File: src/common/map_pkg.sv
package map_pkg;

    ////////////////////////////////////////
    // I/O space
    ////////////////////////////////////////

    typedef enum logic [2:0] {
        io_none,
        io_bank,        // $F0-$F3
        io_vdp_data,
        io_vdp_ctrl,
        io_joy1,
        io_joy2
    } io_port_e;

    // Upper six bits of the bank register ports
    localparam logic [5:0] io_bank_prefix = 6'b111100;

    ////////////////////////////////////////
    // Memory banking
    ////////////////////////////////////////

    typedef struct packed {
        logic       ro;         // Window is write protected
        logic       rsvd;       // Always reads back as 0
        logic [5:0] page;
    } bank_reg_t;

    // Window n maps page n after reset
    localparam logic [3:0][5:0] bank_reset_page = {6'd3, 6'd2, 6'd1, 6'd0};

endpackage

File: src/logic/bank_regs.sv
module bank_regs #(
    parameter int ram_page_bits = 2
) (
    input  logic                     clk,
    input  logic                     reset,
    input  logic [15:0]              a,
    input  logic [7:0]               wrdata,
    input  logic                     bank_wr,
    output map_pkg::bank_reg_t       bank_rddata,
    output logic [ram_page_bits+13:0] ram_addr,
    output logic                     ram_ro
);

    map_pkg::bank_reg_t regs [4];   // I/O $F0-$F3
    map_pkg::bank_reg_t window;

    always_ff @(posedge clk or posedge reset) begin
        if (reset) begin
            for (int i = 0; i < 4; i++) begin
                regs[i].ro   <= 1'b0;
                regs[i].rsvd <= 1'b0;
                regs[i].page <= map_pkg::bank_reset_page[i];
            end
        end else if (bank_wr) begin
            regs[a[1:0]] <= wrdata;
        end
    end

    // Read back of the addressed register
    always_comb begin
        bank_rddata      = regs[a[1:0]];
        bank_rddata.rsvd = 1'b0;
    end

    // Window select from the CPU address
    assign window   = regs[a[15:14]];
    assign ram_addr = {window.page[ram_page_bits-1:0], a[13:0]};
    assign ram_ro   = window.ro;

endmodule

File: config.mk
export PLATFORM = sky130hd
export DESIGN_NAME = bank_regs
export DESIGN_NICKNAME = d
export VERILOG_FILES = /design/src/common/map_pkg.sv /design/src/logic/bank_regs.sv
export SDC_FILE = /design/constraint.sdc
export NUM_CORES = 1
export LEC_CHECK = 0
export BUFFER_PORTS_ARGS = -buffer_cell sky130_fd_sc_hd__clkbuf_2
export CORE_MARGIN = 1.5
export CORE_UTILIZATION = 53
export DETAILED_ROUTE_END_ITERATION = 8
export PLACE_DENSITY = 0.9
export SYNTH_ARGS = -nofsm -noshare
export SYNTH_HDL_FRONTEND = slang
export SYNTH_SLANG_ARGS = --single-unit
File: constraint.sdc
create_clock -name clk -period 2.08 [get_ports clk]
set_input_delay 0 -clock clk [delete_from_list [all_inputs] [get_ports clk]]
set_output_delay 0 -clock clk [all_outputs]
set_load 0.02 [all_outputs]
==> summary.txt <==
Ranking of synthesized cells by area -> dfrtp_1 (41%), mux2_2 (22%), mux4_1 (13%), buf_4 (8.2%), dfstp_2 (7.2%)
DR top layer -> met4
Syn Std Cell Area -> 1470 um2
Nets -> 138
Synth Area in XOR/XNOR -> 0
Worst Skew -> 0 ns
Metal-1 WL -> 1070 um
Initial antenna violation count -> 0
Reg2reg path depth -> 1
Routed vias/inst -> 5.87
VDD IR max -> 0.667 mV
Multi-input gate area -> 622 um2
Pins Over Slew Limit -> 0
Seq/Total Area, Yosys -> 0.482
Min cycle time layout -> 1.44 ns
Simple-gate share of the synthesized area -> 0.0350
Syn Inst Count -> 89
Yosys top cell area share -> 0.410
Largest net degree at the start of global routing -> 28
CP Data Required Time -> 2.08 ns
Cell area power density -> 875 nW/um2
Gp weighted congestion -> 0.678
Switch Pwr -> 0.377 mW
Drt pass-1 iters -> 5
Worst EP arrival -> 1.44 ns
Placed cells -> 128
H-tree levels -> 1
Worst Setup SP -> regs[29]$_DFFE_PP0P_
Die height -> 55.6 um
Most frequent cells in the layout -> mux2_2 (28), clkbuf_2 (25), dfrtp_1 (24)
Non-filler cells, final -> 140
Per-cell routed wire length -> 17.5 um
Largest family of logic cells by synthesized area -> multiplexers
Most common cell after layout, fill and taps aside -> mux2_2
P_int -> 1.05 mW
Post-route ant nets -> 0
Hold path start -> a[10]
Max frequency -> 0.696 GHz
Area after DPL -> 1500 um2
Tightest Pin Transition -> 0.964 ns
Synthesized Nets -> 116
Die area -> 3090 um2
GRT Overall Usage -> 0.176
Core ar. -> 2540 um2
Adder-cell share of the synthesized area -> 0
IO Count -> 52
Leading area contributor after synthesis -> dfrtp_1
Final setup viols -> 0
Root Driver -> clkbuf_4
Register Area -> 706 um2
Clock Latency Late Sink -> 0.31 ns
First-pass GRT wire length -> 4190 um
Relative slew margins -> 0.357
#FFs+latches synth -> 28
Row cnt -> 18
CP Launch Type -> flop
Fill count -> 200
Total grt overflow -> 0
CTS sink count -> 28
Final antenna diode count -> 0
Proportion of layout cells with a drive suffix above 1 -> 0.627
Avg Inst Size Synth -> 16.5 um2
DRT iter0 DRCs -> 8
CTS buffer count -> 3
Max Cap Viol -> 0
DRC Markers -> 0
Compound-Gate Fraction of Synth Area -> 0
CP Capture Type -> output pin
Clock-pin transition on the worst setup and hold timing paths -> 0.15 ns
Vias in the first global route -> 852
Total wire length -> 2450 um
Met3 Wirelength -> 95 um
Mux share of post-synthesis cell area -> 0.387
Largest Register -> regs
Met2 routed WL -> 1250 um
Critical path class -> flop to output pin
Core Util, Final -> 0.642
Fin. Hold Viols -> 0
Hpwl dp -> 1790 um
Crit Path Max Fanout -> 2
Final instance area -> 1630 um2
Hold/Removal Path Class -> input port to output pin
P_leak -> 0.737 nW
Netlist cell types -> 12
Effective utilization at floorplan -> 0.576
Largest regs -> regs x28
Total number of vias -> 822
Clock power frac -> 0.245
Port-buffer cells -> 25
Status -> complete, no violations
Worst hold path cell count -> 0
Comb pwr share -> 0.254
RSZ-0062 raised after global routing -> no
Largest register FFs -> 28
CTS tree -> built
Layout area overhead -> 11.5%
Part of the cycle the worst path needs -> 0.691
Sequential fraction of design power -> 0.501
Post-route setup TNS -> 0 ns
Yosys warns -> 0
Worst R2R Start -> regs[17]$_DFFE_PP0P_
Chip width -> 55.6 um
Sw Share -> 0.264
Longest Clk Path Bufs -> 2
==> through the flow <==
stage | power (mW) | worst slack, ns | hold slack, ns
after detailed placement | 1.08 | 0.836 | 0.000137
after floorplan | 1.01 | 1.11 | 0.0624
after global routing | 1.50 | 0.582 | 0.0000273
after global placement | 1.06 | 0.854 | 0.000137
after CTS | 1.44 | 0.634 | 0.000137
final | 1.43 | 0.642 | 0.00000656
==> power by group through the flow <==
| stage | Combinational (mW) | Sequential [mW] | Clock [mW] |
|---|---|---|---|
| after floorplan | 0.307 | 0.702 | 0 |
| after global placement | 0.344 | 0.714 | 0 |
| after detailed placement | 0.355 | 0.729 | 0 |
| after CTS | 0.367 | 0.715 | 0.359 |
| after global routing | 0.392 | 0.728 | 0.381 |
| final | 0.363 | 0.716 | 0.350 |
==> logic make-up (layout without fill, tap and decap cells) <==
kind of cell	Yosys count	in the layout
buffers and inverters	18	39
other	1	1
DFF	28	28
muxes	38	38
and+or+nand+nor	4	4
==> Yosys cell counts <==
master,number
nand3_2,1
dfstp_2,4
clkbuf_8,1
nand3b_2,2
conb_1,1
buf_4,16
mux2_2,28
dfrtp_1,24
nor3b_4,1
inv_1,1
mux4_2,3
mux4_1,7
==> critical path, stage by stage, from the launching register on <==
cell,delay [ns]
dfrtp_1,0.41
mux4_1,0.52
clkbuf_2,0.18
==> what timing repair did <==
item / in CTS / in global routing
hold buffers: 8 / 0
hold endpoints to repair: 52 / 0
setup buffers: 0 / 0
resized for setup: 0 / 0
==> layout make-up <==
type,count,share of cell area
tap,30,0.0230
clock buffer,3,0.0138
timing repair buffer,34,0.130
clock inverter,1,0.0184
sequential,28,0.432
multi-input combinational,43,0.381
inverter,1,0.00230
==> per-layer routing <==
| metal | up-vias | global-route usage |
|---|---|---|
| met3 | 10 | 0.0326 |
| li1 | 367 | - |
| met2 | 27 | 0.286 |
| met5 | - | 0 |
| met1 | 418 | 0.240 |
| met4 | 0 | 0.0627 |
==> path summary, 6_finish.rpt <==
kind                                             end  slack [ns]
min in group asynchronous       regs[10]$_DFFE_PP0P_        0.39
max in group asynchronous        regs[1]$_DFFE_PP1P_        0.99
worst min register to register  regs[28]$_DFFE_PP0P_        0.52
worst max register to register  regs[17]$_DFFE_PP0P_        1.28
worst min-delay path                    ram_addr[10]    0.000007
worst max-delay path                  bank_rddata[5]        0.64
Power figures use the tool's default switching activity.
