**config.mk**
```make
export PLATFORM = sky130hd
export DESIGN_NAME = ebus_sync
export DESIGN_NICKNAME = d
export VERILOG_FILES = /design/src/common/bus_pkg.sv /design/src/ebus/ebus_sync.sv
export SDC_FILE = /design/constraint.sdc
export NUM_CORES = 1
export LEC_CHECK = 0
export ABC_CLOCK_PERIOD_IN_PS = 800
export BUFFER_PORTS_ARGS = -buffer_cell sky130_fd_sc_hd__buf_2
export CAP_MARGIN = 10
export CORE_ASPECT_RATIO = 1.4
export CORE_MARGIN = 2
export CORE_UTILIZATION = 30
export CTS_CLUSTER_DIAMETER = 40
export DETAILED_ROUTE_END_ITERATION = 7
export HOLD_SLACK_MARGIN = 0.08
export PLACE_DENSITY = 0.67
export SLEW_MARGIN = 20
export SYNTH_ARGS = -nofsm -noshare
export SYNTH_HDL_FRONTEND = slang
export SYNTH_SLANG_ARGS = --single-unit
export TNS_END_PERCENT = 5
```
**constraint.sdc**
```tcl
create_clock -name clk -period 0.8 [get_ports clk]
set_input_delay 0.12 -clock clk [delete_from_list [all_inputs] [get_ports clk]]
set_output_delay 0.12 -clock clk [all_outputs]
set_load 0.02 [all_outputs]
```
**src/common/bus_pkg.sv**
```systemverilog
package bus_pkg;

    ////////////////////////////////////////
    // Z80 bus cycle events
    ////////////////////////////////////////

    // One-cycle strobe events from the synchronizer, plus the latched write byte
    typedef struct packed {
        logic       rd_start;   // Synchronized rd_n fell
        logic       rd_end;     // Synchronized rd_n rose
        logic       wr_start;   // Synchronized wr_n fell
        logic       wr_end;     // Synchronized wr_n rose
        logic [7:0] wrdata;     // Last byte seen while wr_n low
    } bus_event_t;

    ////////////////////////////////////////
    // Video port request
    ////////////////////////////////////////

    // Four-phase handshake payload, held stable while req is high
    typedef struct packed {
        logic       req;
        logic       write;      // 1 = write, 0 = read
        logic       port;       // 1 = control port, 0 = data port
        logic [7:0] wrdata;
    } vdp_req_t;

endpackage

```
**src/ebus/ebus_sync.sv**
```systemverilog
module ebus_sync (
    input  logic                clk,
    input  logic                reset,
    input  logic                rd_n,
    input  logic                wr_n,
    input  logic [7:0]          d_in,
    input  logic [7:0]          hc1,
    input  logic [7:0]          hc2,
    output bus_pkg::bus_event_t events,
    output logic [7:0]          joy1,
    output logic [7:0]          joy2
);

    logic [2:0]  rd_n_r;        // Bit 0 newest
    logic [2:0]  wr_n_r;
    logic [7:0]  wrdata_r;
    logic [15:0] hc_meta;
    logic [15:0] hc_sync;

    ////////////////////////////////////////
    // Strobe synchronizers
    ////////////////////////////////////////

    always_ff @(posedge clk or posedge reset) begin
        if (reset) begin
            rd_n_r <= 3'b111;   // Bus idle
            wr_n_r <= 3'b111;
        end else begin
            rd_n_r <= {rd_n_r[1:0], rd_n};
            wr_n_r <= {wr_n_r[1:0], wr_n};
        end
    end

    // Data is stable for the whole time the strobe is low
    always_ff @(posedge clk) begin
        if (!wr_n)
            wrdata_r <= d_in;
    end

    always_comb begin
        events.rd_start = (rd_n_r[2:1] == 2'b10);
        events.rd_end   = (rd_n_r[2:1] == 2'b01);
        events.wr_start = (wr_n_r[2:1] == 2'b10);
        events.wr_end   = (wr_n_r[2:1] == 2'b01);
        events.wrdata   = wrdata_r;
    end

    // Hand controllers, two flops each
    always_ff @(posedge clk) begin
        hc_meta <= {hc2, hc1};
        hc_sync <= hc_meta;
    end

    assign joy1 = hc_sync[7:0];
    assign joy2 = hc_sync[15:8];

    // Read and write strobes are never low together
    a_strobes_exclusive: assert property (@(posedge clk) disable iff (reset)
        rd_n_r[1] || wr_n_r[1]);

endmodule

```
==> results of run 1 <==
[cell usage after synthesis]
| cell | number | area share (%) |
|---|---|---|
| dfxtp_1 | 32 | 59 |
| edfxtp_1 | 8 | 22 |
| dfstp_2 | 6 | 15 |
| and2b_2 | 4 | 3.2 |
| inv_1 | 2 | 0.69 |
[what timing repair did]
action                                  CTS  global route
hold buffers                             27             0
resized for setup                        54             4
buffers inserted                          1             0
endpoints found under the setup margin   28            28
endpoints found under the hold margin    32             0
[state kept, by name, indices dropped and copies added, names as in the netlist]
name      flops
wr_n_r        3
wrdata_r      8
hc_meta      16
hc_sync      16
rd_n_r        3
[power breakdown]
| part | total (uW) | switching, uW | internal [uW] |
|---|---|---|---|
| logic | 458 | 192 | 266 |
| registers | 2560 | 42.4 | 2510 |
| clock network | 1490 | 678 | 807 |
[per-stage QoR]
stage | total power [uW] | util (%)
2_1_floorplan | 2720 | -
3_3_place_gp | 2870 | 41.2
3_5_place_dp | 2870 | 41.2
4_1_cts | 4570 | 56.5
5_1_grt | 4740 | 56.9
6_report | 4500 | 56.9
[logic make-up (layout without fill, tap and decap cells)]
group                  count (synthesis)  after routing
DFF                                   46             46
and+or+nand+nor                        4              4
buffers and inverters                  2             93
[area by class of cell]
cell class | instances | area share [%]
Inverter | 2 | 0.387
Timing Repair Buffer | 83 | 35.3
Clock inverter | 1 | 0.323
Clock buffer | 7 | 5.03
Multi-Input combinational cell | 4 | 1.81
Sequential cell | 46 | 54.6
Tap cell | 40 | 2.58
[worst max path at each step]
| stage | from | end | slack, ps |
|---|---|---|---|
| floorplan | rd_n_r[1] | events[11] | -80 |
| global placement | rd_n_r[1] | events[11] | -180 |
| detailed placement | wr_n_r[1] | events[9] | -190 |
| CTS | rd_n_r[1] | events[11] | -500 |
| global route | wr_n_r[1] | events[9] | -530 |
| finish | rd_n_r[1] | events[11] | -470 |
[routing by layer]
layer / part of all wire [%] / routed length [um] / GRT usage, % / vias up
li1: - / - / - / 342
met1: 32 / 650 / 9.77 / 325
met2: 51 / 1020 / 17.6 / 48
met3: 16 / 321 / 9.92 / 2
met4: 0.40 / 8 / 5.83 / 0
met5: 0 / 0 / 0 / -
[worst max-delay path, cell delays in order (launching register included)]
cell and delay, ps:
dfstp_2 540, and2b_2 210, buf_6 120
==> impl_metrics.env, run 1 <==
export IMPL_core_region_area_sq_um=3410
export IMPL_tightest_slew_ps=283
export IMPL_dieArea_sq_um=4110
export IMPL_die_y_um=75.0
export IMPL_final_common_cell="buf_2"
export IMPL_dp_cells=147
export IMPL_drv_slew=0
export IMPL_clock_fmax_ghz=0.785
export IMPL_wl_per_cell_um=10.9
export IMPL_synth_avg_cell_area_sq_um=20.8
export IMPL_num_vias=717
export IMPL_period_minus_slack_ps=1270
export IMPL_grt_first_pass_wirelength_mm=3.04
export IMPL_yosys_mux_area_fraction_pct=0
export IMPL_fin_tns_setup_ps=-3580
export IMPL_drive_above_1_share_pct=62.2
export IMPL_die_w_um=54.7
export IMPL_dr_pass1_iters=2
export IMPL_violations="negative setup slack"
export IMPL_clock_path_buffers=2
export IMPL_rows=25
export IMPL_vdd_drop_max_uv=1710
export IMPL_synth_top_family_by_area="simple AND/OR/NAND/NOR gates"
export IMPL_syn_num_nets=80
export IMPL_synth_simple_gate_area_share_pct=3.24
export IMPL_stdcell_count=183
export IMPL_fill_cells=276
export IMPL_globalRouteOverflowTotal=0
export IMPL_cts_sinks=46
export IMPL_grtUsageTotal_pct=11.3
export IMPL_rr_startpoint="wr_n_r[1]"
export IMPL_finalWirelength_mm=2.00
export IMPL_hp_class="input port to flip-flop"
export IMPL_setup_violations_final=28
export IMPL_synth_cell_types=5
export IMPL_p_per_area_nw_per_um2=2320
export IMPL_via_per_inst=3.92
export IMPL_rsz0062_at_grt="true"
export IMPL_synth_compound_area_share_pct=0
export IMPL_path_class="flip-flop to output pin"
export IMPL_ys_seq_area_share_pct=96.1
export IMPL_netlist_instances=52
export IMPL_synth_xor_area_share_pct=0
export IMPL_cts_tree="done"
export IMPL_pre_cts_slack_ps=-191
export IMPL_cts_max_level=2
export IMPL_critical_path_max_fanout=3
export IMPL_cp_required_ps=680
export IMPL_placed_cell_area_sq_um=1410
export IMPL_yosys_register_bits=46
export IMPL_numCtsBuffers=5
export IMPL_hold_depth=2
export IMPL_layout_nets=170
export IMPL_slew_headroom_pct=81.1
export IMPL_routabilityCongestion=0.658
export IMPL_worstHoldStart="wr_n"
export IMPL_final_cell_mix="34 x buf_2, 27 x dlygate4sd3_1, 21 x buf_6, 16 x dfxtp_1, 16 x dfxtp_2"
export IMPL_antennaDiodeCount=0
export IMPL_finalCritPeriodShare_pct=159
export IMPL_port_buffers=55
export IMPL_root_buffer="clkbuf_8"
export IMPL_yosys_warnings=0
export IMPL_syn_area_sq_um=1080
export IMPL_pin_count=56
export IMPL_grt_pass1_vias=727
export IMPL_drtIter0Drc=16
export IMPL_r2r_setup_slack_ps=120
export IMPL_worst_slack_ps=-474
export IMPL_drv_cap=0
export IMPL_initial_core_util_pct=31.7
export IMPL_leakage_uw=0.000875
export IMPL_synth_adder_area_share_pct=0
export IMPL_area_growth_syn_to_layout_pct=79.4
export IMPL_antenna_found_initial=0
export IMPL_holdPathEnd="wrdata_r[3]"
export IMPL_r2r_cells=1
export IMPL_finalInstanceArea_sq_um=1940
export IMPL_seqCellArea_sq_um=1060
export IMPL_hold_slack_ps=261
export IMPL_clk_pin_slew_ps=70
export IMPL_start_kind="flip-flop"
export IMPL_crit_path_end_kind="output pin"
export IMPL_insertion_delay_ps=280
export IMPL_r2r_end="wr_n_r[2]"
export IMPL_clock_skew_ps=3.80
export IMPL_drt_drc_violations_left=0
export IMPL_grt_max_degree=15
export IMPL_cp_arrival_ps=1150
export IMPL_status="finished with violations"
export IMPL_multi_input_area_sq_um=35.0
export IMPL_hold_viol_final=0
export IMPL_ant_nets=0
(Power assumes the default switching activity.)
==> run 2: changes to the inputs <==
--- a/config.mk
+++ b/config.mk
@@ -5,6 +5,7 @@
 export SDC_FILE = /design/constraint.sdc
 export NUM_CORES = 1
 export LEC_CHECK = 0
+export ABC_AREA = 1
 export ABC_CLOCK_PERIOD_IN_PS = 800
 export BUFFER_PORTS_ARGS = -buffer_cell sky130_fd_sc_hd__buf_2
 export CAP_MARGIN = 10
==> impl_metrics.env, run 2 <==
export IMPL_utilization_pct=57.4
export IMPL_finalCritPeriodShare_pct=152
export IMPL_grt_pass1_vias=808
export IMPL_synth_xor_area_share_pct=0
export IMPL_violations="negative setup slack"
export IMPL_final_cell_mix="35 x buf_2, 27 x dlygate4sd3_1, 20 x buf_6, 16 x dfxtp_1, 16 x dfxtp_2"
export IMPL_num_vias=715
export IMPL_die_y_um=74.9
export IMPL_yosys_register_bits=46
export IMPL_cts_sinks=46
export IMPL_drtIter0Drc=6
export IMPL_grt_first_pass_wirelength_mm=3.57
export IMPL_placed_cell_area_sq_um=1430
export IMPL_root_buffer="clkbuf_8"
export IMPL_clock_skew_ps=5.84
export IMPL_yosysTopAreaCell="dfxtp_1"
export IMPL_setup_violations_final=28
export IMPL_hold_viol_final=0
export IMPL_dr_pass1_iters=3
export IMPL_rsz0062_at_grt="true"
export IMPL_grt_max_degree=15
export IMPL_crit_chain="inv_2, nor2_4, buf_6"
export IMPL_period_minus_slack_ps=1210
export IMPL_hpwl_mm=1.30
export IMPL_syn_area_sq_um=1080
export IMPL_netlist_instances=56
export IMPL_vdd_drop_max_uv=1720
export IMPL_synth_most_common_cell="dfxtp_1"
export IMPL_hp_class="input port to flip-flop"
export IMPL_synth_adder_area_share_pct=0
export IMPL_fin_tns_setup_ps=-3590
export IMPL_clock_fmax_ghz=0.823
export IMPL_drv_slew=0
export IMPL_synth_top_area_share_pct=59.5
export IMPL_path_delay_family="flip-flops"
export IMPL_core_region_area_sq_um=3410
export IMPL_rr_startpoint="rd_n_r[1]"
export IMPL_antenna_found_initial=0
export IMPL_multi_input_area_sq_um=45.0
export IMPL_drt_drc_violations_left=0
export IMPL_antennaDiodeCount=0
export IMPL_synthArstFlopShare_pct=13.0
export IMPL_port_buffers=55
export IMPL_die_w_um=54.6
export IMPL_synth_area_leaders="dfxtp_1 60%, edfxtp_1 22%, dfstp_2 15%"
export IMPL_synth_avg_cell_area_sq_um=19.2
export IMPL_numCtsBuffers=5
export IMPL_path_class="flip-flop to output pin"
export IMPL_slew_headroom_pct=80.6
export IMPL_synth_ff_type="dfxtp_1"
export IMPL_finalInstanceArea_sq_um=1960
export IMPL_synth_edf_count=8
export IMPL_insertion_delay_ps=290
export IMPL_ant_nets=0
export IMPL_area_growth_syn_to_layout_pct=82.0
export IMPL_synth_simple_gate_area_share_pct=1.40
export IMPL_worst_slack_ps=-415
export IMPL_dieArea_sq_um=4090
export IMPL_pin_count=56
export IMPL_cts_setup_buffers=0
export IMPL_largestRegisters="hc_meta x16, hc_sync x16, wrdata_r x8"
export IMPL_drv_cap=0
export IMPL_synth_compound_area_share_pct=0
export IMPL_syn_num_nets=84
export IMPL_p_per_area_nw_per_um2=2370
export IMPL_cpPeakStageDelay_ps=570
export IMPL_wl_per_cell_um=12.5
export IMPL_crit_buf_inv=2
export IMPL_r2r_cells=0
export IMPL_r2r_end="rd_n_r[2]"
export IMPL_seqCellArea_sq_um=1060
export IMPL_yosys_mux_area_fraction_pct=0
export IMPL_drive_above_1_share_pct=63.0
export IMPL_grtUsageTotal_pct=13.1
export IMPL_r2r_setup_slack_ps=160
export IMPL_cts_tree="done"
export IMPL_rows=25
export IMPL_ys_seq_area_share_pct=96.5
export IMPL_critical_path_max_fanout=3
export IMPL_yosys_warnings=0
export IMPL_routabilityCongestion=0.623
export IMPL_slowest_stage="dfstp_2"
export IMPL_status="finished with violations"
export IMPL_holdPathEnd="wrdata_r[5]"
export IMPL_synthTopCellsByCount="32 x dfxtp_1, 8 x edfxtp_1, 6 x dfstp_2, 6 x inv_1, 4 x nor2_1"
export IMPL_fill_cells=263
export IMPL_clock_path_buffers=2
export IMPL_initial_core_util_pct=31.6
export IMPL_start_kind="flip-flop"
export IMPL_final_common_cell="buf_2"
export IMPL_globalRouteOverflowTotal=0
export IMPL_cts_max_level=2
export IMPL_clk_pin_slew_ps=80
export IMPL_cp_required_ps=680
export IMPL_hold_depth=2
export IMPL_leakage_uw=0.000878
export IMPL_crit_path_end_kind="output pin"
export IMPL_layout_nets=173
export IMPL_synth_top_family_by_area="buffers and inverters"
export IMPL_finalWirelength_mm=2.32
export IMPL_cp_arrival_ps=1090
export IMPL_tightest_slew_ps=291
export IMPL_worstHoldStart="wr_n"
export IMPL_via_per_inst=3.84
export IMPL_synth_cell_types=5
-- run 2: cell count changes after synthesis --
| cell | before | now |
|---|---|---|
| and2b_2 | 4 | 0 |
| nor2_1 | 0 | 4 |
| inv_1 | 2 | 6 |
-- run 2: cell families after synthesis --
logic type             Yosys count
flip-flops                      46
AND/OR/NAND/NOR                  4
buffers and inverters            6
-- run 2: per-layer routing --
metal | global-route usage [%] | vias to the layer above | wire length (um)
li1 | - | 349 | -
met1 | 12.3 | 326 | 784
met2 | 22.5 | 37 | 1280
met3 | 6.55 | 3 | 224
met4 | 7.22 | 0 | 29
met5 | 0 | - | 0
-- run 2: where the power goes --
| part | internal, uW | switching [uW] | total [uW] | leakage [uW] |
|---|---|---|---|---|
| clock | 892 | 713 | 1610 | 0.0000566 |
| combinational | 259 | 203 | 463 | 0.000410 |
| sequential | 2520 | 54.2 | 2570 | 0.000412 |
-- run 2: worst max-delay path by stage --
stage	slack [ps]	cells past startpoint	startpoint	endpoint
3_3_place_gp	-140	3	rd_n_r[1]	events[10]
5_1_grt	-480	3	wr_n_r[1]	events[8]
4_1_cts	-430	3	wr_n_r[1]	events[8]
6_report	-410	3	rd_n_r[1]	events[10]
2_1_floorplan	-60	2	rd_n_r[1]	events[10]
3_5_place_dp	-150	3	wr_n_r[1]	events[8]
-- run 2: layout make-up --
| class | instances | area share (%) |
|---|---|---|
| Sequential cell | 46 | 54.1 |
| Timing Repair Buffer | 82 | 34.2 |
| Multi-Input combinational cell | 4 | 2.30 |
| Clock buffer | 8 | 5.69 |
| Inverter | 6 | 1.15 |
| Tap cell | 40 | 2.56 |
-- run 2: per-stage QoR --
step | hold WS, ps | setup WS (ps) | instances | power (uW)
floorplan | 119 | -59.9 | 56 | 2740
global placement | 222 | -144 | 151 | 2880
detailed placement | 224 | -154 | 151 | 2890
CTS | 258 | -434 | 186 | 4670
global route | 271 | -476 | 186 | 4830
finish | 257 | -415 | 186 | 4640
-- run 2: what timing repair did --
item / in CTS / in global routing
setup endpoints to repair: 28 / 28
hold buffers: 27 / 0
endpoints found under the hold margin: 32 / 0
resized for setup: 56 / 4
