$ cat config.mk
export PLATFORM = sky130hd
export DESIGN_NAME = ebus_decode
export DESIGN_NICKNAME = d
export VERILOG_FILES = /design/src/common/bus_pkg.sv /design/src/common/map_pkg.sv /design/src/ebus/ebus_decode.sv
export SDC_FILE = /design/constraint.sdc
export NUM_CORES = 1
export LEC_CHECK = 0
export BUFFER_PORTS_ARGS = -buffer_cell sky130_fd_sc_hd__buf_2
export CORE_MARGIN = 2
export CORE_UTILIZATION = 40
export CTS_CLUSTER_DIAMETER = 80
export DETAILED_ROUTE_END_ITERATION = 6
export GPL_ROUTABILITY_DRIVEN = 1
export PLACE_DENSITY = 0.85
export SLEW_MARGIN = 10
export SYNTH_ARGS = -nofsm -noshare
export SYNTH_HDL_FRONTEND = slang
export SYNTH_SLANG_ARGS = --single-unit
$ cat constraint.sdc
create_clock -name clk -period 5.1 [get_ports clk]
set_input_delay 0.255 -clock clk [delete_from_list [all_inputs] [get_ports clk]]
set_output_delay 0.255 -clock clk [all_outputs]
set_load 0.005 [all_outputs]
$ cat src/common/bus_pkg.sv
package bus_pkg;

    ////////////////////////////////////////
    // Z80 bus cycle events
    ////////////////////////////////////////

    // One-cycle strobe events from the synchronizer, plus the latched write byte
    typedef struct packed {
        logic       rd_start;   // Synchronized rd_n fell
        logic       rd_end;     // Synchronized rd_n rose
        logic       wr_start;   // Synchronized wr_n fell
        logic       wr_end;     // Synchronized wr_n rose
        logic [7:0] wrdata;     // Last byte seen while wr_n low
    } bus_event_t;

    ////////////////////////////////////////
    // Video port request
    ////////////////////////////////////////

    // Four-phase handshake payload, held stable while req is high
    typedef struct packed {
        logic       req;
        logic       write;      // 1 = write, 0 = read
        logic       port;       // 1 = control port, 0 = data port
        logic [7:0] wrdata;
    } vdp_req_t;

endpackage

$ cat src/common/map_pkg.sv
package map_pkg;

    ////////////////////////////////////////
    // I/O space
    ////////////////////////////////////////

    typedef enum logic [2:0] {
        io_none,
        io_bank,        // $F0-$F3
        io_vdp_data,
        io_vdp_ctrl,
        io_joy1,
        io_joy2
    } io_port_e;

    // Upper six bits of the bank register ports
    localparam logic [5:0] io_bank_prefix = 6'b111100;

    ////////////////////////////////////////
    // Memory banking
    ////////////////////////////////////////

    typedef struct packed {
        logic       ro;         // Window is write protected
        logic       rsvd;       // Always reads back as 0
        logic [5:0] page;
    } bank_reg_t;

    // Window n maps page n after reset
    localparam logic [3:0][5:0] bank_reset_page = {6'd3, 6'd2, 6'd1, 6'd0};

endpackage

$ cat src/ebus/ebus_decode.sv
module ebus_decode (
    input  logic                clk,
    input  logic                reset,
    input  logic [15:0]         a,
    input  logic                mreq_n,
    input  logic                iorq_n,
    input  logic                rd_n,
    input  bus_pkg::bus_event_t events,
    input  logic [7:0]          ram_rddata,
    input  map_pkg::bank_reg_t  bank_rddata,
    input  logic [7:0]          vdp_rddata,
    input  logic [7:0]          joy1,
    input  logic [7:0]          joy2,
    input  logic                vdp_ack,
    output logic [7:0]          d_out,
    output logic                d_oe,
    output logic                ram_wr,
    output logic                bank_wr,
    output bus_pkg::vdp_req_t   vdp_req
);

    typedef enum logic [1:0] {hs_idle, hs_wait_ack, hs_wait_end, hs_release} hs_state_e;

    map_pkg::io_port_e io_port;
    hs_state_e         state;
    logic              sel_mem;
    logic              sel_vdp;
    logic              vdp_start;
    logic              vdp_end;
    logic              req_r;
    logic              write_r;
    logic              port_r;
    logic              end_seen;
    logic [7:0]        wrdata_r;

    ////////////////////////////////////////
    // Address decode
    ////////////////////////////////////////

    assign sel_mem = !mreq_n;

    always_comb begin
        io_port = map_pkg::io_none;
        if (!iorq_n) begin
            if (a[7:2] == map_pkg::io_bank_prefix) begin
                io_port = map_pkg::io_bank;
            end else begin
                case ({a[7], a[6], a[0]})
                    3'b100:  io_port = map_pkg::io_vdp_data;
                    3'b101:  io_port = map_pkg::io_vdp_ctrl;
                    3'b110:  io_port = map_pkg::io_joy1;
                    3'b111:  io_port = map_pkg::io_joy2;
                    default: io_port = map_pkg::io_none;
                endcase
            end
        end
    end

    assign sel_vdp = (io_port == map_pkg::io_vdp_data) || (io_port == map_pkg::io_vdp_ctrl);
    assign d_oe    = !rd_n && (sel_mem || io_port != map_pkg::io_none);
    assign ram_wr  = events.wr_start && sel_mem;
    assign bank_wr = events.wr_start && (io_port == map_pkg::io_bank);

    // Read data mux
    always_comb begin
        d_out = 8'hFF;
        if (sel_mem) begin
            d_out = ram_rddata;
        end else begin
            case (io_port)
                map_pkg::io_bank:     d_out = bank_rddata;
                map_pkg::io_vdp_data: d_out = vdp_rddata;
                map_pkg::io_vdp_ctrl: d_out = vdp_rddata;
                map_pkg::io_joy1:     d_out = joy1;
                map_pkg::io_joy2:     d_out = joy2;
                default:              d_out = 8'hFF;
            endcase
        end
    end

    ////////////////////////////////////////
    // Video port req/ack master
    ////////////////////////////////////////

    assign vdp_start = sel_vdp && (events.wr_start || events.rd_start);
    assign vdp_end   = write_r ? events.wr_end : events.rd_end;

    always_ff @(posedge clk or posedge reset) begin
        if (reset) begin
            state    <= hs_idle;
            req_r    <= 1'b0;
            write_r  <= 1'b0;
            port_r   <= 1'b0;
            end_seen <= 1'b0;
        end else begin
            case (state)
                hs_idle: begin
                    if (vdp_start && !vdp_ack) begin
                        req_r    <= 1'b1;
                        write_r  <= events.wr_start;
                        port_r   <= (io_port == map_pkg::io_vdp_ctrl);
                        end_seen <= 1'b0;
                        state    <= hs_wait_ack;
                    end
                end
                hs_wait_ack: begin
                    if (vdp_end)
                        end_seen <= 1'b1;   // Strobe may end before the ack
                    if (vdp_ack) begin
                        if (vdp_end || end_seen) begin
                            req_r <= 1'b0;
                            state <= hs_release;
                        end else begin
                            state <= hs_wait_end;
                        end
                    end
                end
                hs_wait_end: begin
                    if (vdp_end) begin
                        req_r <= 1'b0;
                        state <= hs_release;
                    end
                end
                hs_release: begin
                    if (!vdp_ack)
                        state <= hs_idle;
                end
                default: state <= hs_idle;
            endcase
        end
    end

    always_ff @(posedge clk) begin
        if (state == hs_idle && vdp_start)
            wrdata_r <= events.wrdata;
    end

    // Port follows the address while idle so the read value is ready early
    always_comb begin
        vdp_req.req    = req_r;
        vdp_req.write  = write_r;
        vdp_req.port   = (state == hs_idle) ? (io_port == map_pkg::io_vdp_ctrl) : port_r;
        vdp_req.wrdata = wrdata_r;
    end

    a_req_falls_after_ack: assert property (@(posedge clk) disable iff (reset)
        $fell(vdp_req.req) |-> $past(vdp_ack));

endmodule

==> impl_metrics.xml, run 1 <==
<?xml version="1.0" encoding="UTF-8"?>
<metrics>
  <group name="yosys">
    <metric name="yosys_most_used_dff" unit="">edfxtp_1</metric>
    <metric name="ys_seq_elements" unit="">14</metric>
    <metric name="syn_nets" unit="">193</metric>
    <metric name="synth_enable_flop_cells" unit="">8</metric>
    <metric name="synthCells" unit="">115</metric>
    <metric name="synth_area" unit="µm²">1050</metric>
    <metric name="ys_async_sr_fraction" unit="">0.429</metric>
    <metric name="synth.yosys.seq_area_share" unit="">0.370</metric>
    <metric name="post_synth.cell_area_avg" unit="µm²">9.17</metric>
    <metric name="yosysWarnings" unit="">0</metric>
    <metric name="synth_cell_type_count" unit="">35</metric>
  </group>
  <group name="placement">
    <metric name="total_of_buffers_placed_on_input_and_output_ports" unit="">86</metric>
    <metric name="dpl_cell_area" unit="µm²">1490</metric>
    <metric name="routability_congestion_estimate_from_global_placement" unit="">0.775</metric>
    <metric name="pre_cts_slack" unit="ps">3260</metric>
    <metric name="placed_cell_count" unit="">226</metric>
    <metric name="detailed_place_hpwl" unit="µm">2570</metric>
  </group>
  <group name="pwr">
    <metric name="sequentialPowerShare" unit="">0.360</metric>
    <metric name="swShare" unit="">0.375</metric>
    <metric name="internal-power" unit="µW">282</metric>
    <metric name="worst_case_vdd_ir_drop" unit="mV">0.312</metric>
    <metric name="power_frac_comb" unit="">0.496</metric>
    <metric name="p_per_area" unit="nW/µm²">296</metric>
    <metric name="total_leakage_power" unit="µW">0.000722</metric>
    <metric name="power.clock.fraction" unit="">0.144</metric>
    <metric name="net-switching-power" unit="µW">169</metric>
  </group>
  <group name="global_routing">
    <metric name="antenna_violations_before_repair" unit="">0</metric>
    <metric name="grt_start_max_net_pins" unit="">12</metric>
    <metric name="vias_in_the_first_global_route" unit="">1136</metric>
    <metric name="track_usage" unit="">0.206</metric>
    <metric name="final_global_route_overflow_total" unit="">0</metric>
    <metric name="grt_first_pass_wirelength" unit="µm">5090</metric>
  </group>
  <group name="timing">
    <metric name="grt_setup_unrepaired" unit="">no</metric>
    <metric name="timing_max_transition_violations_final" unit="">0</metric>
    <metric name="post-route-period-util" unit="">0.365</metric>
    <metric name="timing.final.ws_setup" unit="ps">3240</metric>
    <metric name="setup-tns-final" unit="ps">0</metric>
    <metric name="final.min_clock_period" unit="ps">1860</metric>
    <metric name="skew" unit="ps">5.29</metric>
    <metric name="hold_viol_final" unit="">0</metric>
    <metric name="finalSetupViolations" unit="">0</metric>
    <metric name="worst_slew_pin_slew" unit="ps">626</metric>
    <metric name="max_freq" unit="MHz">538</metric>
    <metric name="worst_slew_margin_rel" unit="">0.581</metric>
  </group>
  <group name="final_layout">
    <metric name="fill_cells" unit="">240</metric>
    <metric name="fin_util" unit="">0.615</metric>
    <metric name="diodes" unit="">0</metric>
    <metric name="final_area" unit="µm²">1520</metric>
    <metric name="final_common_cell" unit="">buf_2</metric>
    <metric name="finalNetCount" unit="">280</metric>
    <metric name="layout.cells.most_common_list" unit="">buf_2, nand2_1, nor2_1, a31oi_1</metric>
    <metric name="multi_input_area" unit="µm²">599</metric>
    <metric name="final_layout_size_suffix_gt1_frac" unit="">0.517</metric>
    <metric name="number_of_standard_cells_in_the_layout_taps_in_and_fillers_out" unit="">231</metric>
    <metric name="area.sequential" unit="µm²">390</metric>
    <metric name="syn_to_final_growth" unit="%">44.5</metric>
  </group>
  <group name="route">
    <metric name="antenna_violating_nets_post_route" unit="">0</metric>
    <metric name="drt_drc_violations_left" unit="">0</metric>
    <metric name="detail_route.vias_per_cell" unit="">5.24</metric>
    <metric name="drtIter0Drc" unit="">37</metric>
    <metric name="dr_total_vias" unit="">1211</metric>
    <metric name="wl" unit="µm">3180</metric>
    <metric name="post_drt_wl_per_cell" unit="µm">13.8</metric>
    <metric name="detail_route.first_pass.iterations" unit="">4</metric>
  </group>
  <group name="flow_run">
    <metric name="cap_violations" unit="">0</metric>
  </group>
  <group name="min_path">
    <metric name="hold_class" unit="">in2reg</metric>
  </group>
  <group name="critical_path">
    <metric name="worst_setup_path_end_kind" unit="">register</metric>
    <metric name="criticalPathCategory" unit="">reg2reg</metric>
    <metric name="critical_path.max_fanout" unit="">5</metric>
    <metric name="critical_path.startpoint_type" unit="">register</metric>
    <metric name="required" unit="ps">5260</metric>
    <metric name="worst-endpoint-arrival" unit="ps">2010</metric>
  </group>
  <group name="clock_tree">
    <metric name="root_buffer" unit="">clkbuf_4</metric>
    <metric name="cts.htree.levels" unit="">1</metric>
    <metric name="tritoncts" unit="">done</metric>
    <metric name="cts_inserted_buffers" unit="">3</metric>
    <metric name="cts_num_sinks" unit="">14</metric>
    <metric name="postCtsResizedCells" unit="">0</metric>
    <metric name="cts_hold_buf" unit="">1</metric>
    <metric name="cts_max_path_buffers" unit="">2</metric>
    <metric name="post-cts-setup-buffer-count" unit="">0</metric>
    <metric name="clk_transition_reported_paths" unit="ps">80</metric>
    <metric name="clock_latency" unit="ps">280</metric>
  </group>
  <group name="die">
    <metric name="die_height" unit="µm">55.4</metric>
    <metric name="die_area" unit="µm²">3060</metric>
    <metric name="io_pins" unit="">96</metric>
    <metric name="placementRows" unit="">18</metric>
    <metric name="design.core.area" unit="µm²">2480</metric>
    <metric name="die_width" unit="µm">55.4</metric>
    <metric name="starting_density" unit="">0.426</metric>
  </group>
  <group name="status">
    <metric name="status" unit="">finished, final reports clean</metric>
  </group>
</metrics>
[logic make-up (layout without fill, tap and decap cells)]
logic type	Yosys count	count (layout)	share of synthesized area
flip-flops	14	14	0.370
AO/OA/AOI/OAI	34	34	0.238
buffers and inverters	13	99	0.0617
adder cells (fa/ha/maj)	4	4	0.0475
multiplexers	3	3	0.0308
AND/OR/NAND/NOR	47	47	0.252
[flip-flops by register name (all words and copies together), names as in the netlist]
register,cells
end_seen,1
state,2
port_r,1
req_r,1
wrdata_r,8
write_r,1
[metrics by stage]
stage / total power [µW] / hold WS, ps
2_1_floorplan: 325 / 46.0
3_3_place_gp: 378 / 187
3_5_place_dp: 385 / 189
4_1_cts: 453 / 135
5_1_grt: 488 / 127
6_report: 451 / 144
[critical path, stage by stage, from the launching register on]
cell and delay (ps):
dfrtp_1 430, inv_1 80, ha_1 250, or3b_2 490
a2bb2oi_2 200, and2_1 170, a41oi_1 110
[routing by layer]
| metal | GRT usage | vias to the layer above | part of all wire |
|---|---|---|---|
| li1 | - | 598 | - |
| met1 | 0.252 | 562 | 0.41 |
| met2 | 0.349 | 44 | 0.51 |
| met3 | 0.0398 | 7 | 0.060 |
| met4 | 0.0941 | 0 | 0.019 |
| met5 | 0 | - | 0 |
[power groups by stage]
stage,Combinational (µW),Clock (µW),Sequential [µW]
finish,224,64.7,162
global route,253,71.1,165
CTS,224,67.1,162
detailed placement,221,0,164
global placement,216,0,162
floorplan,165,0,160
[worst paths after layout]
| path | start | to | slack (ps) | cells after the start |
|---|---|---|---|---|
| max | state[0] | state[0] | 3240 | 6 |
| min | events[5] | wrdata_r[5] | 140 | 1 |
| max reg2reg | state[0] | state[0] | 3240 | 6 |
| min reg2reg | port_r | port_r | 490 | 2 |
| max in group asynchronous | reset | req_r | 4480 | 3 |
| min in group asynchronous | reset | write_r | 420 | 3 |
[synthesized netlist by cell type (2+ instances only)]
| cell | instances | area share |
|---|---|---|
| dfrtp_1 | 6 | 0.14 |
| nor2b_1 | 2 | 0.012 |
| a21o_2 | 2 | 0.017 |
| nor2_1 | 11 | 0.039 |
| nor3_1 | 2 | 0.0095 |
| a31oi_1 | 9 | 0.053 |
| edfxtp_1 | 8 | 0.23 |
| buf_4 | 2 | 0.014 |
| o21ai_0 | 5 | 0.024 |
| nand3_1 | 2 | 0.0095 |
| nand2_1 | 21 | 0.075 |
| a21oi_1 | 4 | 0.019 |
| ha_1 | 4 | 0.047 |
| inv_1 | 7 | 0.025 |
| a221oi_1 | 8 | 0.066 |
| nor4_4 | 2 | 0.040 |
| mux2_2 | 2 | 0.021 |
[area by class of cell]
| cell class | count | area share |
|---|---|---|
| multi-input combinational | 88 | 0.393 |
| timing repair buffer | 87 | 0.289 |
| sequential | 14 | 0.256 |
| tap | 30 | 0.0246 |
| inverter | 8 | 0.0197 |
| clock buffer | 3 | 0.0148 |
| clock inverter | 1 | 0.00246 |
No activity file was read; power rests on OpenSTA's default activity.
==> run 2: changes to the inputs <==
--- a/config.mk
+++ b/config.mk
@@ -7,11 +7,11 @@
 export LEC_CHECK = 0
 export BUFFER_PORTS_ARGS = -buffer_cell sky130_fd_sc_hd__buf_2
 export CORE_MARGIN = 2
-export CORE_UTILIZATION = 40
+export CORE_UTILIZATION = 33
 export CTS_CLUSTER_DIAMETER = 80
 export DETAILED_ROUTE_END_ITERATION = 6
 export GPL_ROUTABILITY_DRIVEN = 1
-export PLACE_DENSITY = 0.85
+export PLACE_DENSITY = 0.75
 export SLEW_MARGIN = 10
 export SYNTH_ARGS = -nofsm -noshare
 export SYNTH_HDL_FRONTEND = slang
==> constraint.sdc (replaced) <==
create_clock -name clk -period 1.5 [get_ports clk]
set_input_delay 0.075 -clock clk [delete_from_list [all_inputs] [get_ports clk]]
set_output_delay 0.075 -clock clk [all_outputs]
set_load 0.005 [all_outputs]
==> impl_metrics.xml, run 2 (synthesis results as in run 1) <==
<?xml version="1.0" encoding="UTF-8"?>
<metrics>
  <group name="flow_run">
    <metric name="cap_violations" unit="">0</metric>
  </group>
  <group name="clock_tree">
    <metric name="cts.htree.levels" unit="">1</metric>
    <metric name="cts_num_sinks" unit="">14</metric>
    <metric name="cts_max_path_buffers" unit="">2</metric>
    <metric name="tritoncts" unit="">done</metric>
    <metric name="root_buffer" unit="">clkbuf_4</metric>
    <metric name="clock_latency" unit="ps">290</metric>
    <metric name="clk_transition_reported_paths" unit="ps">80</metric>
    <metric name="cts_inserted_buffers" unit="">3</metric>
  </group>
  <group name="route">
    <metric name="drtIter0Drc" unit="">59</metric>
    <metric name="wl" unit="µm">3730</metric>
    <metric name="post_drt_wl_per_cell" unit="µm">14.0</metric>
    <metric name="detail_route.vias_per_cell" unit="">4.88</metric>
    <metric name="dr_total_vias" unit="">1299</metric>
    <metric name="drt_drc_violations_left" unit="">0</metric>
    <metric name="antenna_violating_nets_post_route" unit="">0</metric>
    <metric name="detail_route.first_pass.iterations" unit="">4</metric>
  </group>
  <group name="timing">
    <metric name="max_freq" unit="MHz">639</metric>
    <metric name="grt_setup_unrepaired" unit="">yes</metric>
    <metric name="timing.final.ws_setup" unit="ps">-64.8</metric>
    <metric name="skew" unit="ps">3.17</metric>
    <metric name="final.min_clock_period" unit="ps">1560</metric>
    <metric name="post-route-period-util" unit="">1.04</metric>
    <metric name="hold_viol_final" unit="">0</metric>
    <metric name="worst_slew_pin_slew" unit="ps">463</metric>
    <metric name="worst_slew_margin_rel" unit="">0.689</metric>
    <metric name="finalSetupViolations" unit="">3</metric>
    <metric name="setup-tns-final" unit="ps">-117</metric>
    <metric name="final.hold.worst_slack" unit="ps">80.7</metric>
    <metric name="timing_max_transition_violations_final" unit="">0</metric>
  </group>
  <group name="final_layout">
    <metric name="regMostFlops" unit="">wrdata_r</metric>
    <metric name="area.sequential" unit="µm²">390</metric>
    <metric name="syn_to_final_growth" unit="%">73.2</metric>
    <metric name="finalNetCount" unit="">301</metric>
    <metric name="fill_cells" unit="">281</metric>
    <metric name="fin_util" unit="">0.598</metric>
    <metric name="layout.cells.most_common_list" unit="">buf_2, nand2_1, buf_4, nor2_1</metric>
    <metric name="final_common_cell" unit="">buf_2</metric>
    <metric name="largest_register_ff_count" unit="">8</metric>
    <metric name="diodes" unit="">0</metric>
    <metric name="final_layout_size_suffix_gt1_frac" unit="">0.586</metric>
    <metric name="biggestRegsByFlops" unit="">wrdata_r (8), state (2)</metric>
    <metric name="multi_input_area" unit="µm²">691</metric>
  </group>
  <group name="placement">
    <metric name="routability_congestion_estimate_from_global_placement" unit="">0.737</metric>
    <metric name="detailed_place_hpwl" unit="µm">2730</metric>
    <metric name="total_of_buffers_placed_on_input_and_output_ports" unit="">86</metric>
  </group>
  <group name="critical_path">
    <metric name="worst_setup_path_end_kind" unit="">register</metric>
    <metric name="worst-endpoint-arrival" unit="ps">1730</metric>
    <metric name="critical_path.startpoint_type" unit="">register</metric>
    <metric name="required" unit="ps">1670</metric>
    <metric name="crit_path_cell_trace" unit="">inv_2 -&gt; ha_4 -&gt; or3b_4 -&gt; a2bb2oi_4 -&gt; and2_4 -&gt; a41oi_2</metric>
    <metric name="cpMaxStageDelayCell" unit="">dfrtp_1</metric>
    <metric name="slowest_delay" unit="ps">410</metric>
    <metric name="reg2reg_path_depth" unit="">6</metric>
    <metric name="criticalPathCategory" unit="">reg2reg</metric>
    <metric name="critical_path.max_fanout" unit="">4</metric>
  </group>
  <group name="pwr">
    <metric name="total_leakage_power" unit="µW">0.000836</metric>
    <metric name="worst_case_vdd_ir_drop" unit="mV">0.780</metric>
    <metric name="net-switching-power" unit="µW">815</metric>
    <metric name="sequentialPowerShare" unit="">0.252</metric>
    <metric name="p_per_area" unit="nW/µm²">1200</metric>
    <metric name="power.clock.fraction" unit="">0.104</metric>
    <metric name="power_frac_comb" unit="">0.644</metric>
    <metric name="swShare" unit="">0.373</metric>
    <metric name="internal-power" unit="µW">1370</metric>
  </group>
  <group name="global_routing">
    <metric name="vias_in_the_first_global_route" unit="">1224</metric>
    <metric name="grt_first_pass_wirelength" unit="µm">5280</metric>
    <metric name="track_usage" unit="">0.191</metric>
    <metric name="grt_start_max_net_pins" unit="">12</metric>
    <metric name="antenna_violations_before_repair" unit="">0</metric>
    <metric name="final_global_route_overflow_total" unit="">0</metric>
  </group>
  <group name="min_path">
    <metric name="hold_depth" unit="">2</metric>
    <metric name="hold_class" unit="">in2reg</metric>
  </group>
  <group name="status">
    <metric name="failed_checks" unit="">setup timing</metric>
    <metric name="status" unit="">finished with violations</metric>
  </group>
  <group name="die">
    <metric name="io_pins" unit="">96</metric>
    <metric name="die_height" unit="µm">60.5</metric>
    <metric name="starting_density" unit="">0.345</metric>
    <metric name="die_width" unit="µm">60.5</metric>
    <metric name="placementRows" unit="">20</metric>
    <metric name="design.core.area" unit="µm²">3050</metric>
    <metric name="die_area" unit="µm²">3660</metric>
  </group>
</metrics>
[run 2: cell count changes in the layout (fill, tap and decap cells not counted), moves of 3 or more]
cell / delta
buf_4: +11
dlygate4sd3_1: +8
ha_1: -4
inv_1: -4
inv_2: +4
ha_4: +3
[run 2: layer usage]
metal	GRT usage	part of all wire
met3	0.0533	0.066
met5	0	0
met4	0.0683	0.022
met1	0.233	0.39
met2	0.323	0.53
[run 2: metrics by stage]
stage | cell area (µm²) | instances | setup slack (ps) | total power (µW)
global route | 1830 | 266 | -127 | 2340
global placement | 1570 | 248 | -34.4 | 1440
CTS | 1750 | 264 | -78.9 | 1880
detailed placement | 1570 | 248 | -97.9 | 1480
finish | 1830 | 266 | -64.8 | 2190
floorplan | 1060 | 115 | -40.0 | 1130
[run 2: path summary, 6_finish.rpt]
path	startpoint	end	slack [ps]
worst max-delay path	state[1]	state[0]	-60
worst min register to register	port_r	port_r	490
max in group asynchronous	reset	state[0]	1050
worst min-delay path	events[9]	write_r	80
min in group asynchronous	reset	write_r	240
worst max register to register	state[1]	state[0]	-60
[run 2: power by group through the flow]
stage / logic (µW) / registers (µW) / clock network [µW]
floorplan: 581 / 544 / 0
global placement: 894 / 543 / 0
detailed placement: 929 / 550 / 0
CTS: 1110 / 546 / 227
global route: 1530 / 562 / 251
finish: 1410 / 550 / 228
[run 2: final cells by class]
type / instances / area share
clock buffers: 3 / 0.0123
clock inverters: 1 / 0.00205
inverters: 8 / 0.0164
multi-input cells: 88 / 0.378
flip-flops and latches: 14 / 0.214
well taps: 44 / 0.0301
repair buffers: 108 / 0.347
[run 2: worst max-delay path: cells and delay by family, from the launching register on]
family / cells / cell delay [ps]
flip-flops: 1 / 410
adder cells (fa/ha/maj): 1 / 180
AO/OA/AOI/OAI: 2 / 230
buffers and inverters: 1 / 80
AND/OR/NAND/NOR: 2 / 550
[run 2: repair_timing]
action                                  in CTS  in global routing
endpoints found under the setup margin       4                 14
resized for setup                           11                  8
hold buffers                                 9                  0
hold endpoints to repair                    14                  0
pin swaps                                    7                  8
buffers inserted                             3                  2
